<file path="src/logic/claw_pkg.sv">
package claw_pkg;

    //////////////////////////////
    // Bus types
    //////////////////////////////

    // Wishbone classic request, held by the master until ack
    typedef struct packed {
        logic       cyc;
        logic       stb;
        logic       we;
        logic [1:0] adr;
        logic [7:0] dat;
    } wb_req_t;

    typedef struct packed {
        logic       ack;
        logic [7:0] dat;
    } wb_rsp_t;

    // Register map
    localparam logic [1:0] REG_CMD    = 2'd0;
    localparam logic [1:0] REG_MOTION = 2'd1;
    localparam logic [1:0] REG_ANGLE  = 2'd2;
    localparam logic [1:0] REG_STATUS = 2'd3; // Read only

    //////////////////////////////
    // Commands and letters
    //////////////////////////////

    typedef enum logic [1:0] {
        CMD_IDLE  = 2'd0,
        CMD_TRACE = 2'd1,
        CMD_GET   = 2'd2,
        CMD_WRITE = 2'd3
    } cmd_e;

    typedef enum logic [2:0] {
        LTR_A = 3'd0,
        LTR_B = 3'd1,
        LTR_D = 3'd2,
        LTR_N = 3'd3,
        LTR_V = 3'd4,
        LTR_S = 3'd5,
        LTR_X = 3'd6,
        LTR_Z = 3'd7
    } letter_e;

    // Register side view of the motion logic
    typedef struct packed {
        logic       start;  // One cycle, on a command write
        cmd_e       cmd;
        letter_e    letter;
        logic       dir_x;
        logic       dir_y;
        logic       enable;
        logic [2:0] angle;
    } motion_ctrl_t;

    typedef struct packed {
        logic slow_x;
        logic slow_y;
    } axis_rate_t;

    //////////////////////////////
    // Letter profiles
    //////////////////////////////

    localparam int SEG_COUNT = 8;
    localparam int SEG_W     = $clog2(SEG_COUNT);

    // Bit k set: axis runs slow in segment k, indexed by letter_e
    localparam logic [SEG_COUNT-1:0] SLOW_MASK_X [SEG_COUNT] = '{
        8'b0001_1111, // A
        8'b0000_0000, // B
        8'b0000_0000, // D
        8'b0000_1100, // N
        8'b0011_1100, // V
        8'b0000_0000, // S
        8'b1100_1100, // X
        8'b0001_1000  // Z
    };

    localparam logic [SEG_COUNT-1:0] SLOW_MASK_Y [SEG_COUNT] = '{
        8'b0000_0000, // A
        8'b0011_1100, // B
        8'b0110_1100, // D
        8'b0000_0000, // N
        8'b0000_0000, // V
        8'b0000_1100, // S
        8'b0000_0000, // X
        8'b0000_0000  // Z
    };

endpackage

</file>
<file path="src/logic/claw_regs.sv">
`timescale 1ns/10ps

module claw_regs (
    input  logic                   clk,
    input  logic                   rst,
    input  claw_pkg::wb_req_t      wb_req_i,
    output claw_pkg::wb_rsp_t      wb_rsp_o,
    input  logic                   busy_i,
    input  claw_pkg::cmd_e         cmd_i,
    output claw_pkg::motion_ctrl_t ctrl_o
);
    import claw_pkg::*;

    logic       req_valid;
    logic       wr_en;
    logic       ack_q;
    logic [7:0] rd_q;
    logic [7:0] rd_mux;
    logic       start_q;
    cmd_e       cmd_q;
    letter_e    letter_q;
    logic       dir_x_q;
    logic       dir_y_q;
    logic       enable_q;
    logic [2:0] angle_q;

    //////////////////////////////
    // Bus handshake
    //////////////////////////////

    // New transfer only while ack is low, so every cycle pair is one transfer
    assign req_valid = wb_req_i.cyc && wb_req_i.stb && !ack_q;
    assign wr_en     = req_valid && wb_req_i.we;

    always_ff @(posedge clk) begin
        if (rst) begin
            ack_q <= 1'b0;
        end else begin
            ack_q <= req_valid;
        end
    end

    always_comb begin
        case (wb_req_i.adr)
            REG_CMD:    rd_mux = {3'b000, letter_q, cmd_q};
            REG_MOTION: rd_mux = {5'b00000, enable_q, dir_y_q, dir_x_q};
            REG_ANGLE:  rd_mux = {5'b00000, angle_q};
            default:    rd_mux = {5'b00000, cmd_i, busy_i}; // Status
        endcase
    end

    // Read data captured on the acking edge
    always_ff @(posedge clk) begin
        if (rst) begin
            rd_q <= 8'h00;
        end else if (req_valid) begin
            rd_q <= rd_mux;
        end
    end

    assign wb_rsp_o.ack = ack_q;
    assign wb_rsp_o.dat = rd_q;

    //////////////////////////////
    // Control registers
    //////////////////////////////

    always_ff @(posedge clk) begin
        if (rst) begin
            start_q  <= 1'b0;
            cmd_q    <= CMD_IDLE;
            letter_q <= LTR_A;
            dir_x_q  <= 1'b0;
            dir_y_q  <= 1'b0;
            enable_q <= 1'b0;
            angle_q  <= 3'd0;
        end else begin
            start_q <= wr_en && (wb_req_i.adr == REG_CMD);
            if (wr_en) begin
                case (wb_req_i.adr)
                    REG_CMD: begin
                        cmd_q    <= cmd_e'(wb_req_i.dat[1:0]);
                        letter_q <= letter_e'(wb_req_i.dat[4:2]);
                    end
                    REG_MOTION: begin
                        dir_x_q  <= wb_req_i.dat[0];
                        dir_y_q  <= wb_req_i.dat[1];
                        enable_q <= wb_req_i.dat[2];
                    end
                    REG_ANGLE: angle_q <= wb_req_i.dat[2:0];
                    default: ;                        // Status ignores writes
                endcase
            end
        end
    end

    assign ctrl_o = '{start: start_q, cmd: cmd_q, letter: letter_q, dir_x: dir_x_q,
                      dir_y: dir_y_q, enable: enable_q, angle: angle_q};

    // Single cycle ack even with stb held across transfers
    a_ack_pulse: assert property (@(posedge clk) disable iff (rst)
        wb_rsp_o.ack |=> !wb_rsp_o.ack);

endmodule

</file>
<file path="src/logic/trace_profiler.sv">
`timescale 1ns/10ps

module trace_profiler #(
    parameter int TRACE_LEN = 960  // Multiple of SEG_COUNT
) (
    input  logic                   clk,
    input  logic                   rst,
    input  claw_pkg::motion_ctrl_t ctrl_i,
    output claw_pkg::axis_rate_t   rate_o,
    output logic                   busy_o,
    output claw_pkg::cmd_e         cmd_o,
    output logic                   get_o,
    output logic                   write_o
);
    import claw_pkg::*;

    localparam int SEG_LEN = TRACE_LEN / SEG_COUNT;
    localparam int CNT_W   = $clog2(TRACE_LEN);

    cmd_e             state_q;
    letter_e          letter_q;
    logic [CNT_W-1:0] cnt_q;
    logic [SEG_W-1:0] seg;
    logic             accept;
    logic             last;

    //////////////////////////////
    // Command FSM
    //////////////////////////////

    // A running trace blocks any new command
    assign accept = ctrl_i.start && (state_q != CMD_TRACE);
    assign last   = (cnt_q == CNT_W'(TRACE_LEN - 1));

    always_ff @(posedge clk) begin
        if (rst) begin
            state_q  <= CMD_IDLE;
            letter_q <= LTR_A;
            cnt_q    <= '0;
        end else if (accept) begin
            state_q  <= ctrl_i.cmd;
            letter_q <= ctrl_i.letter;
            cnt_q    <= '0;
        end else if (state_q == CMD_TRACE) begin
            if (last) begin
                state_q <= CMD_IDLE;                  // Trace done
                cnt_q   <= '0;
            end else begin
                cnt_q <= cnt_q + 1'b1;
            end
        end
    end

    //////////////////////////////
    // Rate selection
    //////////////////////////////

    // Segment index, equal slices of the trace
    assign seg = SEG_W'(cnt_q / CNT_W'(SEG_LEN));

    always_comb begin
        rate_o = '0;                                  // Fast unless the profile says slow
        if (busy_o) begin
            rate_o.slow_x = SLOW_MASK_X[letter_q][seg];
            rate_o.slow_y = SLOW_MASK_Y[letter_q][seg];
        end
    end

    assign busy_o  = (state_q == CMD_TRACE);
    assign cmd_o   = state_q;
    assign get_o   = (state_q == CMD_GET);
    assign write_o = (state_q == CMD_WRITE);

    // Slow stepping only inside a trace
    a_fast_when_idle: assert property (@(posedge clk) disable iff (rst)
        !busy_o |-> (rate_o == '0));

endmodule

</file>
<file path="src/logic/step_axis.sv">
`timescale 1ns/10ps

module step_axis #(
    parameter int FAST_PERIOD = 6,
    parameter int SLOW_PERIOD = 12
) (
    input  logic       clk,
    input  logic       rst,
    input  logic       slow_i,
    input  logic       dir_i,
    input  logic       enable_i,
    output logic [3:0] phase_o
);

    localparam int MAX_PERIOD = (SLOW_PERIOD > FAST_PERIOD) ? SLOW_PERIOD : FAST_PERIOD;
    localparam int PER_W      = $clog2(MAX_PERIOD);

    logic [PER_W-1:0] cnt_q;
    logic [PER_W-1:0] period_m1;
    logic             wrap;
    logic [3:0]       phase_q;
    logic [3:0]       phase_next;

    //////////////////////////////
    // Step period counter
    //////////////////////////////

    assign period_m1 = slow_i ? PER_W'(SLOW_PERIOD - 1) : PER_W'(FAST_PERIOD - 1);
    assign wrap      = (cnt_q >= period_m1); // Covers a slow to fast switch mid period

    always_ff @(posedge clk) begin
        if (rst) begin
            cnt_q <= '0;
        end else if (wrap) begin
            cnt_q <= '0;
        end else begin
            cnt_q <= cnt_q + 1'b1;
        end
    end

    //////////////////////////////
    // Full step sequencer
    //////////////////////////////

    always_comb begin
        case (phase_q)
            4'b1100: phase_next = dir_i ? 4'b0110 : 4'b1001;
            4'b0110: phase_next = dir_i ? 4'b0011 : 4'b1100;
            4'b0011: phase_next = dir_i ? 4'b1001 : 4'b0110;
            4'b1001: phase_next = dir_i ? 4'b1100 : 4'b0011;
            default: phase_next = 4'b1100;
        endcase
    end

    always_ff @(posedge clk) begin
        if (rst) begin
            phase_q <= 4'b1100;                       // First entry
        end else if (wrap && enable_i) begin
            phase_q <= phase_next;
        end
    end

    assign phase_o = phase_q;

    a_phase_legal: assert property (@(posedge clk) disable iff (rst)
        phase_o inside {4'b1100, 4'b0110, 4'b0011, 4'b1001});

endmodule

</file>
<file path="src/logic/servo_pwm.sv">
`timescale 1ns/10ps

module servo_pwm #(
    parameter int PWM_PERIOD = 200,
    parameter int SERVO_BASE = 20,
    parameter int SERVO_STEP = 10
) (
    input  logic       clk,
    input  logic       rst,
    input  logic [2:0] angle_i,
    output logic       pwm_o
);

    localparam int CNT_W = $clog2(PWM_PERIOD + 1);

    logic [CNT_W-1:0] cnt_q;
    logic [CNT_W-1:0] pulse_w;
    logic [2:0]       angle_q;
    logic             period_end;

    assign period_end = (cnt_q == CNT_W'(PWM_PERIOD - 1));

    // Refresh period, angle sampled for the coming period
    always_ff @(posedge clk) begin
        if (rst) begin
            cnt_q   <= '0;
            angle_q <= 3'd0;
        end else if (period_end) begin
            cnt_q   <= '0;
            angle_q <= angle_i;
        end else begin
            cnt_q <= cnt_q + 1'b1;
        end
    end

    // Angle to pulse width, linear in the angle code
    assign pulse_w = CNT_W'(SERVO_BASE) + CNT_W'(SERVO_STEP) * CNT_W'(angle_q);

    assign pwm_o = (cnt_q < pulse_w); // High at the start of each period

endmodule

</file>
<file path="src/logic/claw_top.sv">
`timescale 1ns/10ps

module claw_top #(
    parameter int FAST_PERIOD = 125_000,
    parameter int SLOW_PERIOD = 250_000,
    parameter int TRACE_LEN   = 674_133_336,
    parameter int PWM_PERIOD  = 1_000_000,  // 10 ms refresh at 100 MHz
    parameter int SERVO_BASE  = 60_000,
    parameter int SERVO_STEP  = 944
) (
    input  logic              clk,
    input  logic              rst,
    input  claw_pkg::wb_req_t wb_req_i,
    output claw_pkg::wb_rsp_t wb_rsp_o,
    output logic [3:0]        phase_x_o,
    output logic [3:0]        phase_y_o,
    output logic              servo_pwm_o,
    output logic              trace_busy_o,
    output logic              get_o,
    output logic              write_o
);
    import claw_pkg::*;

    motion_ctrl_t ctrl;
    axis_rate_t   rate;
    cmd_e         cur_cmd;

    //////////////////////////////
    // Command side
    //////////////////////////////

    claw_regs u_claw_regs (
        .clk      (clk),
        .rst      (rst),
        .wb_req_i (wb_req_i),
        .wb_rsp_o (wb_rsp_o),
        .busy_i   (trace_busy_o),
        .cmd_i    (cur_cmd),
        .ctrl_o   (ctrl)
    );

    trace_profiler #(.TRACE_LEN(TRACE_LEN)) u_trace_profiler (
        .clk     (clk),
        .rst     (rst),
        .ctrl_i  (ctrl),
        .rate_o  (rate),
        .busy_o  (trace_busy_o),
        .cmd_o   (cur_cmd),
        .get_o   (get_o),
        .write_o (write_o)
    );

    //////////////////////////////
    // Motors
    //////////////////////////////

    step_axis #(.FAST_PERIOD(FAST_PERIOD), .SLOW_PERIOD(SLOW_PERIOD)) u_axis_x (
        .clk      (clk),
        .rst      (rst),
        .slow_i   (rate.slow_x),
        .dir_i    (ctrl.dir_x),
        .enable_i (ctrl.enable),
        .phase_o  (phase_x_o)
    );

    step_axis #(.FAST_PERIOD(FAST_PERIOD), .SLOW_PERIOD(SLOW_PERIOD)) u_axis_y (
        .clk      (clk),
        .rst      (rst),
        .slow_i   (rate.slow_y),
        .dir_i    (ctrl.dir_y),
        .enable_i (ctrl.enable),
        .phase_o  (phase_y_o)
    );

    servo_pwm #(
        .PWM_PERIOD (PWM_PERIOD),
        .SERVO_BASE (SERVO_BASE),
        .SERVO_STEP (SERVO_STEP)
    ) u_servo_pwm (
        .clk     (clk),
        .rst     (rst),
        .angle_i (ctrl.angle),
        .pwm_o   (servo_pwm_o)  // Claw angle (Z)
    );

endmodule

</file>
<file path="config.mk">
export PLATFORM = sky130hd
export DESIGN_NAME = claw_top
export DESIGN_NICKNAME = d
export VERILOG_FILES = /design/src/logic/claw_pkg.sv /design/src/logic/claw_regs.sv /design/src/logic/trace_profiler.sv /design/src/logic/step_axis.sv /design/src/logic/servo_pwm.sv /design/src/logic/claw_top.sv
export SDC_FILE = /design/constraint.sdc
export NUM_CORES = 1
export LEC_CHECK = 0
export BUFFER_PORTS_ARGS = -buffer_cell sky130_fd_sc_hd__buf_2
export CAP_MARGIN = 10
export CORE_UTILIZATION = 45
export CTS_CLUSTER_DIAMETER = 40
export DETAILED_ROUTE_END_ITERATION = 7
export PLACE_DENSITY = 0.6
export RECOVER_POWER = 50
export SYNTH_ARGS = -nofsm -noshare
export SYNTH_HDL_FRONTEND = slang
export SYNTH_SLANG_ARGS = --single-unit
</file>
<file path="constraint.sdc">
create_clock -name clk -period 23.3 [get_ports clk]
set_input_delay 4.66 -clock clk [delete_from_list [all_inputs] [get_ports clk]]
set_output_delay 4.66 -clock clk [all_outputs]
set_load 0.01 [all_outputs]
</file>
==> After elaboration in Yosys (flattened, before gate mapping) <==
Memory sizes are Yosys's and may differ from the RTL's.
Index checks and enable logic that the tools add are counted.
W data, S select, Z words.
{ "classes": {"addsub": 5, "mul": 1, "div": 1, "order_cmp": 5, "eq_ne": 16, "n_mux": 26, "n_bitwise": 1, "reduce_logical": 19} }
{ "op_table": {"columns": ["op", "count"], "rows": [
  ["$add A18 B1 Y18 const B", 2],
  ["$ge A18 B18 Y1", 2],
  ["$mux W18", 2],
  ["$mux W4", 8],
  ["$mux W8", 4],
  ["$pmux W4 S4", 2],
  ["$add A30 B1 Y30 const B", 1],
  ["$div A30 B27 Y30 const B", 1],
  ["$eq A30 B30 Y1 const B", 1],
  ["$mux W30", 1],
  ["$add A20 B1 Y20 const B", 1],
  ["$eq A20 B20 Y1 const B", 1],
  ["$lt A20 B20 Y1", 1],
  ["$add A16 B13 Y17 const A", 1],
  ["$eq A4 B4 Y1 const B", 4],
  ["$pmux W5 S3", 1],
  ["$mul A6 B3 Y9 const A", 1],
  ["$eq A4 B2 Y1 const B", 2],
  ["$eq A4 B3 Y1 const B", 2],
  ["$mux W2", 4],
  ["$reduce_and A2 Y1", 4],
  ["$reduce_or A2 Y1", 4],
  ["$logic_and A1 B1 Y1", 7],
  ["$bmux W1 S3", 2],
  ["other kinds (10)", 15]
]} }
{ "word_totals": {"regBits": 123, "mem_bits_ro": 128, "inputBits": 15, "out_inout_bits": 21, "memories": 2} }
{ "memory_table": {"columns": ["memory", "words", "width", "rd", "rd_ports_with_merged_regs", "write_ports", "line_no", "text"], "rows": [
  ["(name not given)", 8, 8, 1, 0, 0, "trace_profiler.sv:64", "rate_o.slow_x = SLOW_MASK_X[letter_q][seg];"],
  ["(name not given)", 8, 8, 1, 0, 0, "trace_profiler.sv:65", "rate_o.slow_y = SLOW_MASK_Y[letter_q][seg];"]
]} }

==> Logic depth before layout (Yosys ltp) <==
{ "depth": {"ltp_word": 10, "depth_mapped": 42, "mapped_depth_nobuf": 39} }

==> Hierarchy <==
Synthesis repeated with hierarchy kept, for this count alone.
{ "unflattened": {"hier_cells": 1368, "area_unflattened_um2": 10811.6} }
{ "modules_own_cells": {"columns": ["mod", "instances", "cells_per_inst", "area_each_um2", "seq_area_each_um2"], "rows": [
  ["trace_profiler", 1, 827, 5751.8, 700.7],
  ["step_axis", 2, 131, 1216.2, 440.4],
  ["servo_pwm", 1, 191, 1750.4, 460.4],
  ["claw_regs", 1, 88, 877.1, 360.3]
]} }

==> Least setup slack after synthesis <==
Ideal clock, no wire load.
{ "synth_path": {"path_type": "reg2reg", "start": "reg u_trace_profiler.cnt_q[3]", "end": "reg u_axis_x.cnt_q[10]", "setup_ns": 0.065, "t_arrival_ns": 8.589, "t_required_ns": 23.235, "setup_slack_ns": 14.646, "path_stages_with_launch": 41, "n_path_buf": 4, "period_less_slack_ns": 8.654, "cell_sequence": "dfxtp_1 > ha_1 > clkbuf_1 > o21a_1 > o221a_4 > or3_1 > a21oi_2 > o311ai_1 > nor4_4 > o2111ai_1 > a32oi_4 > buf_2 > xnor2_1 > ha_1 > o32ai_1 > a31oi_1 > a21oi_1 > a211oi_2 > [5 not listed] > nand4_1 > o22ai_2 > mux2i_1 > o211a_1 > a22oi_1 > ha_1 > nand3_1 > a21boi_0 > o21ai_0 > a21boi_0 > o21ai_0 > nand2b_1 > a21oi_1 > o21bai_1 > or2_2 > clkbuf_1 > clkbuf_1 > nor2_1"} }
{ "synth_via": {"elab_chain_cells": 7} }
{ "synth_rtl": {"columns": ["item", "line_no", "text"], "rows": [
  ["start, declared", "trace_profiler.sv:22", "logic [CNT_W-1:0] cnt_q;"],
  ["start signal, assigned", "trace_profiler.sv:49", "cnt_q <= cnt_q + 1'b1;"],
  ["$div A30 B27 Y30", "trace_profiler.sv:59", "assign seg = SEG_W'(cnt_q / CNT_W'(SEG_LEN));"],
  ["$bmux W1 S3", "trace_profiler.sv:64", null],
  ["$mux W1 (not written as such)", "trace_profiler.sv:64", null],
  ["$mux W2", "trace_profiler.sv:63", "if (busy_o) begin"],
  ["$mux W18", "step_axis.sv:28", "assign period_m1 = slow_i ? PER_W'(SLOW_PERIOD - 1) : PER_W'(FAST_PERIOD - 1);"],
  ["$ge A18 B18 Y1", "step_axis.sv:29", "assign wrap = (cnt_q >= period_m1);"],
  ["$reduce_or A2 Y1 (no line)", null, null],
  ["end signal, assigned", "step_axis.sv:37", "cnt_q <= cnt_q + 1'b1;"],
  ["end, declared", "step_axis.sv:18", "logic [PER_W-1:0] cnt_q;"]
]} }
Every way passes these cells. The select of a mux whose other input is x is not followed.
A chain may end at the register's enable or synchronous reset.

==> Final worst setup path <==
{ "layout_path": {"start": "reg u_trace_profiler.cnt_q[3]", "end": "reg u_axis_x.phase_q[1], in the netlist u_axis_x.phase_o[1]"} }
{ "layout_via": {"elab_chain_cells": 7} }
{ "layout_rtl": {"columns": ["item", "line_no", "text"], "rows": [
  ["$div A30 B27 Y30", "trace_profiler.sv:59", null],
  ["$bmux W1 S3", "trace_profiler.sv:64", null],
  ["$mux W1 (not written as such)", "trace_profiler.sv:64", null],
  ["$mux W2", "trace_profiler.sv:63", null],
  ["$mux W18", "step_axis.sv:28", null],
  ["$ge A18 B18 Y1", "step_axis.sv:29", null],
  ["$logic_and A1 B1 Y1", "step_axis.sv:58", "end else if (wrap && enable_i) begin"],
  ["end signal, assigned", "step_axis.sv:59", "phase_q <= phase_next;"],
  ["end, declared", "step_axis.sv:21", "logic [3:0] phase_q;"]
]} }
Every way passes these cells. The select of a mux whose other input is x is not followed.

==> impl_metrics.toml <==
[outcome]
status = "finished with violations"
violations = "capacitance limit, slew limit"

[clock_tree]
hold_buffers = 0
cts_resized = 0
cts_setup_buffers = 0
tritoncts = "done"
max-clock-path-buffers = 2
worstSkewPairLatency_ps = 430
numCtsBuffers = 17
htree_num_levels = 4
cts_sinks = 120
clk_pin_slew_ps = 70
clock_tree.root_cell = "clkbuf_16"

[yosys]
avgSynthCellArea_um2 = 7.64
yosys.area_share.simple_pct = 28.0
syn_inst = 1330
ys_seq_area_share_pct = 23.6
netlist_area_um2 = 10200
synth_cell_type_count = 100
ys_seq_elements = 120
yosysWarnings = 0
yosysTopAreaCellShare_pct = 23.6
synth_adder_area_share_pct = 6.95
yosys_most_used_dff = "dfxtp_1"
muxShareOfSynthArea_pct = 4.13
synth_top_family_by_area = "simple AND/OR/NAND/NOR gates"
async_reset_ff_share_pct = 0
ys_top_cells_by_area = "dfxtp_1 (24%), nor2_1 (7.4%), xnor2_1 (7.0%), ha_1 (6.2%), xor2_1 (5.3%)"
synth-compound-area-share_pct = 20.4
synth.largest_area_cell = "dfxtp_1"
synth_edf_count = 0
synth_xor_area_share_pct = 12.3

[sta]
skew_ps = 11.0
fin_crit_sh_pct = 49.2
setup_ws_ps = 11840
maxSlewViolCount = 41
final.setup.tns_ps = 0
timing.fmax_mhz = 87.2
relSlewSlack_pct = -15.2
period_minus_slack_ps = 11460
tightest_slew_ps = 1730
finalHoldViolCount = 0
setup_viol = 0
rsz0062_at_grt = "no"

[die]
initial_core_util_pct = 46.3
io_pins = 36
core_region_area_um2 = 22000
die_h_um = 152
die_width_um = 152
rows = 54
die_area_um2 = 23200

[power]
power.density_nw_per_um2 = 45.8
power_mw = 0.503
peakVddDrop_mv = 0.0369
leakage_nw = 4.08

[global_route]
grt_pass1_vias = 8889
grt_pass1_wl_um = 43900
antenna_found_initial = 0
grt_max_degree = 41
grt_usage_pct = 22.7
grt-ovfl-total = 0

[final_layout]
layout.nets = 1388
fin_area_um2 = 11000
final_common_cell = "nor2_1"
insertedDiodeCount = 0
stdcell_count = 1612
area_growth_syn_to_layout_pct = 8.15
drive_gt1_share_pct = 7.43
final_cell_mix = "nor2_1 (200), dfxtp_1 (120), nand2_1 (107), xnor2_1 (81), a21oi_1 (76)"

[critical_path]
worst-path-max-fanout = 19
max_stage_delay_ps = 720
r2r_cells = 39
critical_path.slowest_cell = "a21oi_2"
arrival_ps = 11810
worstSetupEndpointType = "flip-flop"
worstSetupPathType = "flip-flop to flip-flop"
worstPathRequired_ps = 23650
setup.worst_path.start_class = "flip-flop"

[routing]
ant_nets = 0
drtIter0Drc = 568
vias_per_cell = 5.83
drcViolationCount = 0
vias = 9406
first_pass_iters = 5
routedWlPerCell_um = 15.8
drt-total-wl_um = 25400

[placed_design]
place_hpwl_um = 18800
numPlacedInstances = 1580
place_area_um2 = 10400
preCtsSetupSlack_ps = 12110
routabilityCongestion = 0.923
portBuffers = 29

[flow_run]
drv_cap = 1

[hold_path]
hold_depth = 2
hold_class = "flip-flop to flip-flop"
cells by family (layout without fill, tap and decap cells):
family,count (synthesis),after routing
simple gates,573,573
fa+ha+maj,54,54
flops,120,120
compound gates,292,292
buf+inv,110,110
mux,37,37
xor+xnor,143,143
other cells,1,3
metrics by stage:
stage	utilization, %	hold slack (ps)
after floorplan	-	426
after global placement	47.4	439
after global routing	50.0	485
after detailed placement	47.4	445
final	50.0	454
after CTS	50.1	458
Yosys cell counts, types with 11 or more instances:
library cell / instances
nand2b_1: 15
a21oi_1: 76
ha_1: 50
nand2_1: 107
and3_1: 18
or3_1: 17
nor4_1: 12
nand4_1: 26
nand3_1: 65
or2_2: 11
and2_1: 13
xor2_1: 62
mux2i_1: 28
nor2_1: 200
inv_1: 45
xnor2_1: 81
dfxtp_1: 120
nor2b_1: 14
o21ai_0: 44
buf_2: 13
a21o_1: 14
nor3_1: 28
a31oi_1: 13
clkbuf_1: 41
registers in the layout, summed over array words and instances (netlist names), 3 cells and up:
name	flops
u_axis_x.cnt_q	18
u_axis_x.phase_o	4
u_axis_y.cnt_q	18
u_axis_y.phase_o	4
u_claw_regs.angle_q	3
u_claw_regs.letter_q	3
u_claw_regs.rd_q	5
u_servo_pwm.angle_q	3
u_servo_pwm.cnt_q	20
u_trace_profiler.cnt_q	30
u_trace_profiler.letter_q	3
report_power, final:
part           leakage (nW)  total (mW)  internal [mW]  switching, mW
clock                 0.290       0.279          0.162          0.117
combinational          2.82      0.0139        0.00469        0.00916
sequential            0.969       0.210          0.207        0.00246
total                  4.08       0.503          0.374          0.129
final cells by class:
type / instances / area (µm²)
clock buffer: 17 / 425
clock inverter: 15 / 180
fill: 2151 / 11000
inverter: 45 / 169
multi-input combinational: 1102 / 7310
sequential: 120 / 2400
tap: 280 / 350
timing repair buffer: 33 / 151
worst paths after layout:
path | startpoint | end | slack, ps
worst max-delay path | u_trace_profiler.cnt_q[3] | u_axis_x.phase_o[1] | 11840
worst min-delay path | u_claw_regs.rd_q[3] | u_claw_regs.rd_q[3] | 450
worst max register to register | u_trace_profiler.cnt_q[3] | u_axis_x.phase_o[1] | 11840
worst min register to register | u_claw_regs.rd_q[3] | u_claw_regs.rd_q[3] | 450
routing by layer:
layer | vias up | share of wire [%] | track usage, % | wire length, µm
met5 | - | 0 | 0 | 0
met4 | 0 | 2.5 | 8.65 | 644
met3 | 43 | 4.8 | 3.47 | 1230
met2 | 257 | 45 | 37.0 | 11400
met1 | 4368 | 48 | 30.1 | 12100
li1 | 4738 | - | - | -
critical path: cells and delay by family (launching register included):
kind / cells / cell delay, ps
compound gates: 22 / 6710
xor+xnor: 2 / 480
fa+ha+maj: 3 / 1000
buf+inv: 1 / 380
flops: 1 / 480
mux: 2 / 350
simple gates: 9 / 1910
No activity file was read; power rests on OpenSTA's default activity.
